$ cat src/rtl/chan_pkg.sv
// chan_pkg: sizes, sample and tap types, and FSM states for the four-channel PFB channelizer
`default_nettype none

package chan_pkg;

  // channel count equals the number of polyphase branches
  localparam int NUM_CHAN       = 4;
  localparam int TAPS_PER_PHASE = 4;
  // one coefficient memory holds every branch
  localparam int NUM_TAPS       = NUM_CHAN * TAPS_PER_PHASE;

  // real or imaginary part of a sample
  typedef logic signed [15:0] sample_t;
  // coefficient, Q1.15
  typedef logic signed [15:0] tap_t;
  // address = phase + 4 * tap
  typedef logic [3:0] tap_addr_t;
  typedef logic [1:0] chan_idx_t;
  // bit k enables channel k
  typedef logic [NUM_CHAN-1:0] mask_t;

  // complex sample on every data path
  typedef struct packed {
    sample_t re;
    sample_t im;
  } iq_t;

  // one entry per branch or per channel
  typedef iq_t [NUM_CHAN-1:0] block_t;

  // filter sequencer
  typedef enum logic [1:0] {
    FILT_COLLECT,
    FILT_REQUEST,
    FILT_ACCUM,
    FILT_EMIT
  } filt_state_t;

  // output sequencer
  typedef enum logic {
    SEL_IDLE,
    SEL_SCAN
  } sel_state_t;

endpackage

`default_nettype wire

$ cat src/rtl/tap_ram_arbiter.sv
// tap_ram_arbiter: coefficient memory shared by reload writer and filter reader, reads win
`timescale 1ns/1ps
`default_nettype none

module tap_ram_arbiter
  import chan_pkg::*;
(
  input  logic      clk,
  input  logic      arst_n_i,
  // reload stream, sequential addresses
  input  logic      wr_valid_i,
  input  tap_t      wr_data_i,
  input  logic      wr_last_i,
  output logic      wr_ready_o,
  // filter read port, data one cycle after request
  input  logic      rd_req_i,
  input  tap_addr_t rd_addr_i,
  output tap_t      rd_data_o
);

  tap_t      mem_q [NUM_TAPS];
  tap_addr_t wr_addr_q;
  tap_t      rd_data_q;
  logic      wr_fire;

  // fixed priority: a filter request always gets the memory
  assign wr_ready_o = !rd_req_i;
  assign wr_fire    = wr_valid_i && wr_ready_o;

  // taps come up as zero, testbench loads them before data
  always_ff @(posedge clk or negedge arst_n_i) begin
    if (!arst_n_i) begin
      wr_addr_q <= '0;
      for (int i = 0; i < NUM_TAPS; i++) begin
        mem_q[i] <= '0;
      end
    end else if (wr_fire) begin
      mem_q[wr_addr_q] <= wr_data_i;
      // last closes a reload, so the next one starts at address 0
      if (wr_last_i) begin
        wr_addr_q <= '0;
      end else begin
        wr_addr_q <= wr_addr_q + 1'b1;
      end
    end
  end

  // granted read, registered output
  always_ff @(posedge clk) begin
    if (rd_req_i) begin
      rd_data_q <= mem_q[rd_addr_i];
    end
  end

  assign rd_data_o = rd_data_q;

endmodule

`default_nettype wire

$ cat src/rtl/pfb_filter.sv
// pfb_filter: commutator, four branch delay lines and the MAC sequencer for one block
`timescale 1ns/1ps
`default_nettype none

module pfb_filter
  import chan_pkg::*;
(
  input  logic      clk,
  input  logic      arst_n_i,
  input  logic      in_valid_i,
  input  iq_t       in_data_i,
  output logic      in_ready_o,
  output logic      rd_req_o,
  output tap_addr_t rd_addr_o,
  input  tap_t      rd_data_i,
  output logic      blk_valid_o,
  output block_t    blk_data_o,
  input  logic      blk_ready_i
);

  filt_state_t        state_q;
  chan_idx_t          phase_q;
  tap_addr_t          cnt_q;
  logic               mac_en_q;
  tap_addr_t          mac_addr_q;
  iq_t                line_q [NUM_CHAN][TAPS_PER_PHASE];
  logic signed [33:0] acc_re_q [NUM_CHAN];
  logic signed [33:0] acc_im_q [NUM_CHAN];
  iq_t                mac_smp;
  logic signed [31:0] prod_re;
  logic signed [31:0] prod_im;
  logic               in_fire;
  logic               blk_start;

  // drop 15 fraction bits, clip to the sample range
  function automatic sample_t sat15(input logic signed [33:0] a);
    logic signed [18:0] s;
    s = 19'(a >>> 15);
    if (s > 19'sd32767) begin
      return 16'sh7fff;
    end else if (s < -19'sd32768) begin
      return 16'sh8000;
    end
    return s[15:0];
  endfunction

  // samples only taken while collecting
  assign in_ready_o = (state_q == FILT_COLLECT);
  assign in_fire    = in_valid_i && in_ready_o;
  // fourth sample of a block
  assign blk_start  = in_fire && (phase_q == chan_idx_t'(NUM_CHAN - 1));

  // one tap read per cycle, address walks 0..15
  assign rd_req_o  = (state_q == FILT_REQUEST);
  assign rd_addr_o = cnt_q;

  // sequencer: 16 reads, one drain cycle, then hold the block
  always_ff @(posedge clk or negedge arst_n_i) begin
    if (!arst_n_i) begin
      state_q    <= FILT_COLLECT;
      phase_q    <= '0;
      cnt_q      <= '0;
      mac_en_q   <= 1'b0;
      mac_addr_q <= '0;
    end else begin
      // read data lands one cycle after the request
      mac_en_q   <= rd_req_o;
      mac_addr_q <= cnt_q;
      case (state_q)
        FILT_COLLECT: begin
          if (in_fire) begin
            phase_q <= phase_q + 1'b1;
          end
          if (blk_start) begin
            cnt_q   <= '0;
            state_q <= FILT_REQUEST;
          end
        end
        FILT_REQUEST: begin
          cnt_q <= cnt_q + 1'b1;
          if (cnt_q == tap_addr_t'(NUM_TAPS - 1)) begin
            state_q <= FILT_ACCUM;
          end
        end
        // last tap accumulates here
        FILT_ACCUM: state_q <= FILT_EMIT;
        FILT_EMIT: begin
          if (blk_ready_i) begin
            state_q <= FILT_COLLECT;
          end
        end
        default: state_q <= FILT_COLLECT;
      endcase
    end
  end

  // commutator: sample n into branch n mod 4, newest at index 0
  always_ff @(posedge clk or negedge arst_n_i) begin
    if (!arst_n_i) begin
      for (int p = 0; p < NUM_CHAN; p++) begin
        for (int k = 0; k < TAPS_PER_PHASE; k++) begin
          line_q[p][k] <= '0;
        end
      end
    end else if (in_fire) begin
      for (int k = TAPS_PER_PHASE - 1; k > 0; k--) begin
        line_q[phase_q][k] <= line_q[phase_q][k-1];
      end
      line_q[phase_q][0] <= in_data_i;
    end
  end

  // address bits pick branch (low) and age (high)
  assign mac_smp = line_q[mac_addr_q[1:0]][mac_addr_q[3:2]];
  // real tap times complex sample
  assign prod_re = mac_smp.re * rd_data_i;
  assign prod_im = mac_smp.im * rd_data_i;

  always_ff @(posedge clk) begin
    if (blk_start) begin
      for (int p = 0; p < NUM_CHAN; p++) begin
        acc_re_q[p] <= '0;
        acc_im_q[p] <= '0;
      end
    end else if (mac_en_q) begin
      acc_re_q[mac_addr_q[1:0]] <= acc_re_q[mac_addr_q[1:0]] + prod_re;
      acc_im_q[mac_addr_q[1:0]] <= acc_im_q[mac_addr_q[1:0]] + prod_im;
    end
  end

  assign blk_valid_o = (state_q == FILT_EMIT);

  always_comb begin
    for (int p = 0; p < NUM_CHAN; p++) begin
      blk_data_o[p].re = sat15(acc_re_q[p]);
      blk_data_o[p].im = sat15(acc_im_q[p]);
    end
  end

endmodule

`default_nettype wire

$ cat src/rtl/dft4.sv
// dft4: multiplier-free 4-point DFT over branch outputs, one registered block
`timescale 1ns/1ps
`default_nettype none

module dft4
  import chan_pkg::*;
(
  input  logic   clk,
  input  logic   arst_n_i,
  input  logic   blk_valid_i,
  input  block_t blk_data_i,
  output logic   blk_ready_o,
  output logic   chan_valid_o,
  output block_t chan_data_o,
  input  logic   chan_ready_i
);

  logic signed [17:0] a_re, a_im, b_re, b_im;
  logic signed [17:0] c_re, c_im, d_re, d_im;
  block_t             x;
  logic               chan_valid_q;
  block_t             chan_data_q;

  // divide by 4, always fits 16 bits after the shift
  function automatic sample_t quarter(input logic signed [17:0] v);
    logic signed [17:0] s;
    s = v >>> 2;
    return s[15:0];
  endfunction

  // first stage: even and odd pairs
  assign a_re = blk_data_i[0].re + blk_data_i[2].re;
  assign a_im = blk_data_i[0].im + blk_data_i[2].im;
  assign b_re = blk_data_i[0].re - blk_data_i[2].re;
  assign b_im = blk_data_i[0].im - blk_data_i[2].im;
  assign c_re = blk_data_i[1].re + blk_data_i[3].re;
  assign c_im = blk_data_i[1].im + blk_data_i[3].im;
  assign d_re = blk_data_i[1].re - blk_data_i[3].re;
  assign d_im = blk_data_i[1].im - blk_data_i[3].im;

  // second stage, -j*d is (d.im, -d.re)
  always_comb begin
    x[0].re = quarter(a_re + c_re);
    x[0].im = quarter(a_im + c_im);
    x[1].re = quarter(b_re + d_im);
    x[1].im = quarter(b_im - d_re);
    x[2].re = quarter(a_re - c_re);
    x[2].im = quarter(a_im - c_im);
    x[3].re = quarter(b_re - d_im);
    x[3].im = quarter(b_im + d_re);
  end

  // room when empty or draining this cycle
  assign blk_ready_o = !chan_valid_q || chan_ready_i;

  always_ff @(posedge clk or negedge arst_n_i) begin
    if (!arst_n_i) begin
      chan_valid_q <= 1'b0;
    end else if (blk_ready_o) begin
      chan_valid_q <= blk_valid_i;
    end
  end

  always_ff @(posedge clk) begin
    if (blk_valid_i && blk_ready_o) begin
      chan_data_q <= x;
    end
  end

  assign chan_valid_o = chan_valid_q;
  assign chan_data_o  = chan_data_q;

endmodule

`default_nettype wire

$ cat src/rtl/chan_select.sv
// chan_select: channel mask and output sequencer, emits selected channels with user and last
`timescale 1ns/1ps
`default_nettype none

module chan_select
  import chan_pkg::*;
(
  input  logic        clk,
  input  logic        arst_n_i,
  input  logic        sel_valid_i,
  input  logic [31:0] sel_data_i,
  input  logic        chan_valid_i,
  input  block_t      chan_data_i,
  output logic        chan_ready_o,
  output logic        out_valid_o,
  output iq_t         out_data_o,
  output chan_idx_t   out_user_o,
  output logic        out_last_o,
  input  logic        out_ready_i
);

  sel_state_t state_q;
  mask_t      mask_q;
  mask_t      cur_mask_q;
  chan_idx_t  idx_q;
  chan_idx_t  last_idx;
  block_t     buf_q;
  logic       blk_fire;

  // lowest set bit at or above start
  function automatic chan_idx_t first_from(input mask_t m, input int start);
    chan_idx_t r;
    r = '0;
    for (int i = NUM_CHAN - 1; i >= 0; i--) begin
      if (m[i] && (i >= start)) begin
        r = chan_idx_t'(i);
      end
    end
    return r;
  endfunction

  // highest selected channel carries last
  always_comb begin
    last_idx = '0;
    for (int i = 0; i < NUM_CHAN; i++) begin
      if (cur_mask_q[i]) begin
        last_idx = chan_idx_t'(i);
      end
    end
  end

  assign chan_ready_o = (state_q == SEL_IDLE);
  assign blk_fire     = chan_valid_i && chan_ready_o;

  always_ff @(posedge clk or negedge arst_n_i) begin
    if (!arst_n_i) begin
      state_q    <= SEL_IDLE;
      mask_q     <= '1;
      cur_mask_q <= '1;
      idx_q      <= '0;
    end else begin
      // select port is always ready
      if (sel_valid_i) begin
        mask_q <= sel_data_i[NUM_CHAN-1:0];
      end
      case (state_q)
        SEL_IDLE: begin
          // mask sampled at the block boundary, zero mask swallows the block
          if (blk_fire) begin
            cur_mask_q <= mask_q;
            idx_q      <= first_from(mask_q, 0);
            if (mask_q != '0) begin
              state_q <= SEL_SCAN;
            end
          end
        end
        SEL_SCAN: begin
          if (out_ready_i) begin
            if (idx_q == last_idx) begin
              state_q <= SEL_IDLE;
            end else begin
              idx_q <= first_from(cur_mask_q, int'(idx_q) + 1);
            end
          end
        end
        default: state_q <= SEL_IDLE;
      endcase
    end
  end

  always_ff @(posedge clk) begin
    if (blk_fire) begin
      buf_q <= chan_data_i;
    end
  end

  assign out_valid_o = (state_q == SEL_SCAN);
  assign out_data_o  = buf_q[idx_q];
  assign out_user_o  = idx_q;
  assign out_last_o  = (idx_q == last_idx);

endmodule

`default_nettype wire

$ cat src/rtl/chan_top.sv
// chan_top: four-channel polyphase channelizer, sample/reload/select streams in, channels out
`timescale 1ns/1ps
`default_nettype none

module chan_top
  import chan_pkg::*;
(
  input  logic        clk,
  input  logic        arst_n_i,
  // sample stream
  input  logic        s_sample_valid_i,
  input  iq_t         s_sample_data_i,
  output logic        s_sample_ready_o,
  // coefficient reload stream
  input  logic        s_reload_valid_i,
  input  tap_t        s_reload_data_i,
  input  logic        s_reload_last_i,
  output logic        s_reload_ready_o,
  // channel select, always ready
  input  logic        s_select_valid_i,
  input  logic [31:0] s_select_data_i,
  // channel output stream
  output logic        m_out_valid_o,
  output iq_t         m_out_data_o,
  output chan_idx_t   m_out_user_o,
  output logic        m_out_last_o,
  input  logic        m_out_ready_i
);

  logic      rd_req;
  tap_addr_t rd_addr;
  tap_t      rd_data;
  logic      blk_valid;
  block_t    blk_data;
  logic      blk_ready;
  logic      chan_valid;
  block_t    chan_data;
  logic      chan_ready;

  // tap memory, filter reads before reload writes
  tap_ram_arbiter i_tap_ram (
    .clk        (clk),
    .arst_n_i   (arst_n_i),
    .wr_valid_i (s_reload_valid_i),
    .wr_data_i  (s_reload_data_i),
    .wr_last_i  (s_reload_last_i),
    .wr_ready_o (s_reload_ready_o),
    .rd_req_i   (rd_req),
    .rd_addr_i  (rd_addr),
    .rd_data_o  (rd_data)
  );

  pfb_filter i_filter (
    .clk         (clk),
    .arst_n_i    (arst_n_i),
    .in_valid_i  (s_sample_valid_i),
    .in_data_i   (s_sample_data_i),
    .in_ready_o  (s_sample_ready_o),
    .rd_req_o    (rd_req),
    .rd_addr_o   (rd_addr),
    .rd_data_i   (rd_data),
    .blk_valid_o (blk_valid),
    .blk_data_o  (blk_data),
    .blk_ready_i (blk_ready)
  );

  dft4 i_dft (
    .clk          (clk),
    .arst_n_i     (arst_n_i),
    .blk_valid_i  (blk_valid),
    .blk_data_i   (blk_data),
    .blk_ready_o  (blk_ready),
    .chan_valid_o (chan_valid),
    .chan_data_o  (chan_data),
    .chan_ready_i (chan_ready)
  );

  chan_select i_select (
    .clk          (clk),
    .arst_n_i     (arst_n_i),
    .sel_valid_i  (s_select_valid_i),
    .sel_data_i   (s_select_data_i),
    .chan_valid_i (chan_valid),
    .chan_data_i  (chan_data),
    .chan_ready_o (chan_ready),
    .out_valid_o  (m_out_valid_o),
    .out_data_o   (m_out_data_o),
    .out_user_o   (m_out_user_o),
    .out_last_o   (m_out_last_o),
    .out_ready_i  (m_out_ready_i)
  );

endmodule

`default_nettype wire

$ cat config.mk
export PLATFORM = sky130hd
export DESIGN_NAME = chan_top
export DESIGN_NICKNAME = d
export VERILOG_FILES = /design/src/rtl/chan_pkg.sv /design/src/rtl/tap_ram_arbiter.sv /design/src/rtl/pfb_filter.sv /design/src/rtl/dft4.sv /design/src/rtl/chan_select.sv /design/src/rtl/chan_top.sv
export SDC_FILE = /design/constraint.sdc
export NUM_CORES = 2
export LEC_CHECK = 0
export BUFFER_PORTS_ARGS = -buffer_cell sky130_fd_sc_hd__buf_2
export CAP_MARGIN = 5
export CORE_MARGIN = 2
export CORE_UTILIZATION = 65
export DETAILED_ROUTE_END_ITERATION = 6
export HOLD_SLACK_MARGIN = 0.06
export PLACE_DENSITY = 0.82
export SLEW_MARGIN = 20
export SYNTH_ARGS = -nofsm -noshare
export SYNTH_HDL_FRONTEND = slang
export SYNTH_SLANG_ARGS = --single-unit
$ cat constraint.sdc
create_clock -name clk -period 14.2 [get_ports clk]
set_clock_uncertainty 0.2 [all_clocks]
set_input_delay 1.42 -clock clk [delete_from_list [all_inputs] [get_ports clk]]
set_output_delay 1.42 -clock clk [all_outputs]
set_load 0.1 [all_outputs]
**Yosys cells after proc, flatten, opt, wreduce, memory -nomap -nowiden**

Memories as Yosys holds them, arrays and structs flattened.
Cells that the tools add are included.

- Reductions and logical operators: 24
- Bitwise gates (word level): 6
- Magnitude comparators: 28
- $mul: 2
- Equality and inequality tests: 12
- $add $sub $neg: 22
- Multiplexer cells: 107

Operators with widths:

| operator | number |
|---|---|
| $bwmux W512 | 4 |
| $demux W128 S2 | 4 |
| $mux W128 | 5 |
| $bmux W128 S2 | 2 |
| $mux W16 | 27 |
| $bwmux W256 | 1 |
| $gt A19 B16 Y1 const B | 8 |
| $lt A19 B16 Y1 const B | 8 |
| $bmux W32 S2 | 2 |
| $mux W32 | 4 |
| $mux W96 | 1 |
| $add A18 B18 Y18 | 4 |
| $sub A18 B18 Y18 | 4 |
| $add A16 B16 Y17 | 4 |
| $add A34 B32 Y34 | 2 |
| $mux W34 | 2 |
| $reduce_or A34 Y1 | 2 |
| $sub A16 B16 Y17 | 4 |
| $bmux W16 S4 | 1 |
| $demux W16 S4 | 1 |
| $ge A3 B32 Y1 const A | 2 |
| $mul A16 B16 Y32 | 2 |
| $mux W64 | 1 |
| $mux W2 | 18 |
| 33 further kinds | 88 |

- Word-level logic and storage cells: 279
- Output and inout bits: 38
- Memories kept: 2
- RAM bits: 272
- Flip-flop bits (word level): 1,069
- Input bits: 87

Memory list:

| memory | words | width | read ports | clocked after memory_dff | write ports | line | text |
|---|---|---|---|---|---|---|---|
| i_filter.acc_im_q | 4 | 34 | 5 | 0 | 4 | pfb_filter.sv:28 | `logic signed [33:0] acc_im_q [NUM_CHAN];` |
| i_filter.acc_re_q | 4 | 34 | 5 | 0 | 4 | pfb_filter.sv:27 | `logic signed [33:0] acc_re_q [NUM_CHAN];` |

**Logic depth before layout (Yosys ltp)**

- Depth in word-level cells: 10
- Mapped depth: 29
- Mapped depth without buffers: 25

**By module**

Synthesis repeated with hierarchy kept, for this count alone.

- Cells, all modules: 7,594
- Area, all modules: 94,017.7 sq um

By module, submodules not included:

| module | area an instance (sq um) | instances | sequential area each (sq um) | cells each |
|---|---|---|---|---|
| pfb_filter | 61,286.3 | 1 | 21,305.4 | 4,902 |
| dft4 | 14,926.8 | 1 | 3,868.7 | 1,721 |
| tap_ram_arbiter | 12,634.6 | 1 | 6,986.7 | 747 |
| chan_select | 5,170.0 | 1 | 4,102.7 | 224 |

**Worst setup path before layout**

Ideal clock, no wire load.

- Path kind: register to register
- Start point: reg i_select.state_q (netlist: i_select.out_valid_o)
- End point: reg i_dft.chan_data_q (netlist bit i_dft.chan_data_o[0]), enable pin
- Library setup time: 811 ps
- Buffers on the path: 1
- Arrival: 10,221 ps
- Slack: 2,968 ps
- Period minus slack after synthesis: 11,232 ps
- Required time: 13,189 ps
- Stages on the path, launching flop included: 3
- Cell sequence: dfrtp_1 > clkbuf_1 > a21boi_0

- Cells in the longest elaborated chain, start to end: 3

RTL lines:

| item | line | text |
|---|---|---|
| start: declaration | chan_select.sv:22 | `sel_state_t state_q;` |
| start signal: assignment | chan_select.sv:57 | `state_q <= SEL_IDLE;` |
| start signal: assignment | chan_select.sv:73 | `state_q <= SEL_SCAN;` |
| start signal: assignment | chan_select.sv:80 | `state_q <= SEL_IDLE;` |
| $not A1 Y1 | n/a |  |
| $logic_or A1 B1 Y1 | dft4.sv:54 | `assign blk_ready_o = !chan_valid_q \|\| chan_ready_i;` |
| $logic_and A1 B1 Y1 | dft4.sv:65 | `if (blk_valid_i && blk_ready_o) begin` |
| end signal: assignment | dft4.sv:66 | `chan_data_q <= x;` |
| end: declaration | dft4.sv:22 | `block_t chan_data_q;` |

No other way between the ends.
A chain may end at the register's enable or synchronous reset.

==> impl_results.md <==
* CP Data Required Time at 14.50 ns
* Avg WL per Cell at 22.5 um
* CTS root buffer: clkbuf_16
* Final WL at 212000 um
* Drt pass-1 iters at 6
* Antenna viol nets, final at 0
* # Post-CTS Setup Buffers at 0
* Row cnt at 138
* Total GRT Usage at 29.9%
* Register Area at 36300 um2
* Final hold violation count at 0
* Final Cycle Share at 71.7%
* Worst Path Max Fanout at 90
* Status: finished, final reports clean
* Routed vias/inst at 6.17
* PortBufs at 96
* Crit-path cells: buf_12, mux4_2, mux4_2, and2_1, fa_1, inv_1, fa_1, fa_1, inv_1, fa_1, fa_1, inv_1, fa_1, inv_1, ha_1, and2_1, a2111o_1, or3_1, a211oi_2, nor3_1, o41ai_4, o21ai_1, xnor2_2, nor2_1
* Sequential share of the synthesized area at 39.3%
* Die area at 145000 um2
* Clock Latency Late Sink at 0.83 ns
* Share of post-route cells with drive strength above 1 at 21.7%
* Post-detail-place hpwl at 144000 um
* Core area at 141000 um2
* Number of synthesized register bits at 1340
* Setup crit end kind: flop
* Max-Cap Viols at 0
* Maximum number of pins on one net before global-route repair at 192
* Area occupied by multi-input gates at 51000 um2
* Fill cells at 9309
* Peak Freq at 0.0983 GHz
* Fin. max-slew vios at 0
* RSZ-0062 raised after global routing: false
* Post-CTS Hold Buffers at 0
* Clock buffer depth at 3
* H-tree depth at 4
* Syn_nets at 8639
* Slew HR at 25.6%
* Cell mode on critical path: fa_1
* Residual DRC at 0
* Vias in the first global route at 62200
* Clk sink count at 1340
* Starting Density at 65.3%
* Post-route minimum period at 10.18 ns
* P&R area growth vs syn at 7.68%
* Initial antenna violation count at 16
* HP Class: reg2reg
* First-pass GRT wire length at 340000 um
* Final setup violating endpoints at 0
* Worst path slowest cell: dfrtp_4
* Mapped cell area at 92200 um2
* Die outline width at 381 um
* Via count at 58100
* CP max stage delay at 0.92 ns
* Mean Syn Cell Area at 12.4 um2
* Final setup TNS at 0 ns
* GR Overflow Total at 0
* CP Launch Type: flop
* Ports at 125
* Post-Synthesis Cells at 7461
* Post-synth EDFFs at 544
* Reg clk slew, reported paths at 0.06 ns
* Gpl congestion at 0.930
* Fin nets at 8582
* Ys async rst share at 59.4%
* Die span in y at 381 um
* Slew @ Worst Pin at 1.12 ns
* Synth Warn # at 0
* Crit path kind: reg2reg
* Worst Path Arrival at 10.48 ns
* Num CTS Buffers at 142
* # resized after CTS at 0
* Yosys cell types at 79
* Ys flop type: dfrtp_1
* 1st-iter DRT viols at 4255
* CTS tree: done
-- final cells by class --
class	instances	share of cell area, %
flip-flops and latches	1340	36.6
inverters	930	3.52
multi-input cells	4800	51.4
diodes	7	0.0177
repair buffers	190	1.29
clock buffers	201	4.07
clock inverters	55	0.778
well taps	1890	2.38
-- path summary, 6_finish.rpt --
kind	to	start	slack [ns]	cells after the start
max	i_filter.acc_re_q[2][33]$_SDFFCE_PN0P_	i_filter.mac_addr_q[0]$_DFF_PN0_	4.02	24
min	i_select.buf_q[8]$_DFFE_PP_	i_dft.chan_data_o[8]$_DFFE_PP_	0.21	0
max reg2reg	i_filter.acc_re_q[2][33]$_SDFFCE_PN0P_	i_filter.mac_addr_q[0]$_DFF_PN0_	4.02	24
min reg2reg	i_select.buf_q[8]$_DFFE_PP_	i_dft.chan_data_o[8]$_DFFE_PP_	0.21	0
max in group asynchronous	i_select.out_user_o[0]$_DFFE_PN0P_	arst_n_i	10.78	4
min in group asynchronous	i_filter.line_q[123]$_DFFE_PN0P_	arst_n_i	0.49	1
-- metal layers --
layer	track usage (%)	up-vias	share of wire, %
met3	5.21	503	6.8
met1	39.0	29900	39
met2	49.9	2149	50
met5	0	-	0.034
met4	12.1	12	3.8
li1	-	25500	-
-- Yosys cell counts (all sizes together) (131+ instances only) --
cell type / number / area [um2]
a21oi: 175 / 876
and2: 274 / 1710
clkbuf: 305 / 1140
dfrtp: 789 / 19700
edfxtp: 544 / 16300
fa: 618 / 12400
ha: 473 / 5920
inv: 930 / 3490
mux2: 788 / 8870
mux4: 388 / 8740
nand2: 377 / 1420
nor2: 475 / 1780
o21a: 131 / 983
xnor2: 212 / 1870
-- logic make-up after synthesis --
family,share of synthesized area (%)
buffers and inverters,5.47
XOR/XNOR,2.72
multiplexers,19.7
AND/OR/NAND/NOR,7.37
flip-flops,39.3
adder cells (fa/ha/maj),19.8
AO/OA/AOI/OAI,5.56
-- critical path: cells and delay by family, from the launching register on --
kind / cells / cell delay (ns)
XOR/XNOR: 1 / 0.28
buffers and inverters: 5 / 0.76
adder cells (fa/ha/maj): 7 / 3.48
multiplexers: 2 / 1.39
flip-flops: 1 / 0.92
AO/OA/AOI/OAI: 4 / 1.40
AND/OR/NAND/NOR: 5 / 1.13
-- metrics by stage --
stage | util [%] | hold slack (ns) | instance area [um2] | instances | setup WS (ns)
global route | 70.3 | 0.219 | 99200 | 9410 | 3.65
floorplan | - | 0.152 | 92200 | 7461 | 2.97
global placement | 66.9 | 0.200 | 94400 | 9148 | 4.25
detailed placement | 66.9 | 0.205 | 94400 | 9148 | 4.17
CTS | 70.3 | 0.215 | 99200 | 9404 | 4.13
finish | 70.4 | 0.215 | 99200 | 9413 | 4.02
-- flip-flops by register name, indices dropped and copies added, names as in the netlist, 16 cells and up --
register,count
i_dft.chan_data_o,128
i_filter.acc_im_q,136
i_filter.acc_re_q,136
i_filter.line_q,512
i_select.buf_q,128
i_tap_ram.mem_q,256
i_tap_ram.rd_data_o,16
-- cells in the final DEF (no fill, tap or decap), types with 13 or more instances in the layout --
cell	count
a21oi_1	175
nor3_1	81
a221oi_1	21
fa_1	618
and3_1	35
a21o_1	66
nor2_1	475
mux4_2	388
dfrtp_1	779
o21bai_1	38
or3_1	16
clkbuf_16	144
edfxtp_1	544
nand2b_1	40
clkinv_2	14
buf_2	95
o211ai_1	18
xor2_1	73
xnor2_1	209
a22oi_1	18
a31oi_1	21
buf_4	88
and2_1	272
ha_1	473
mux2i_1	54
mux2_2	788
clkbuf_8	22
inv_1	929
nand3_1	49
o41ai_1	13
o21ai_0	104
o21a_1	131
nand2_1	372
o31ai_1	21
clkbuf_1	35
nor2b_1	33
Power is left out: the tool's default activity adds up to more than one toggle a clock period on the data nets, which glitch-free logic cannot reach.
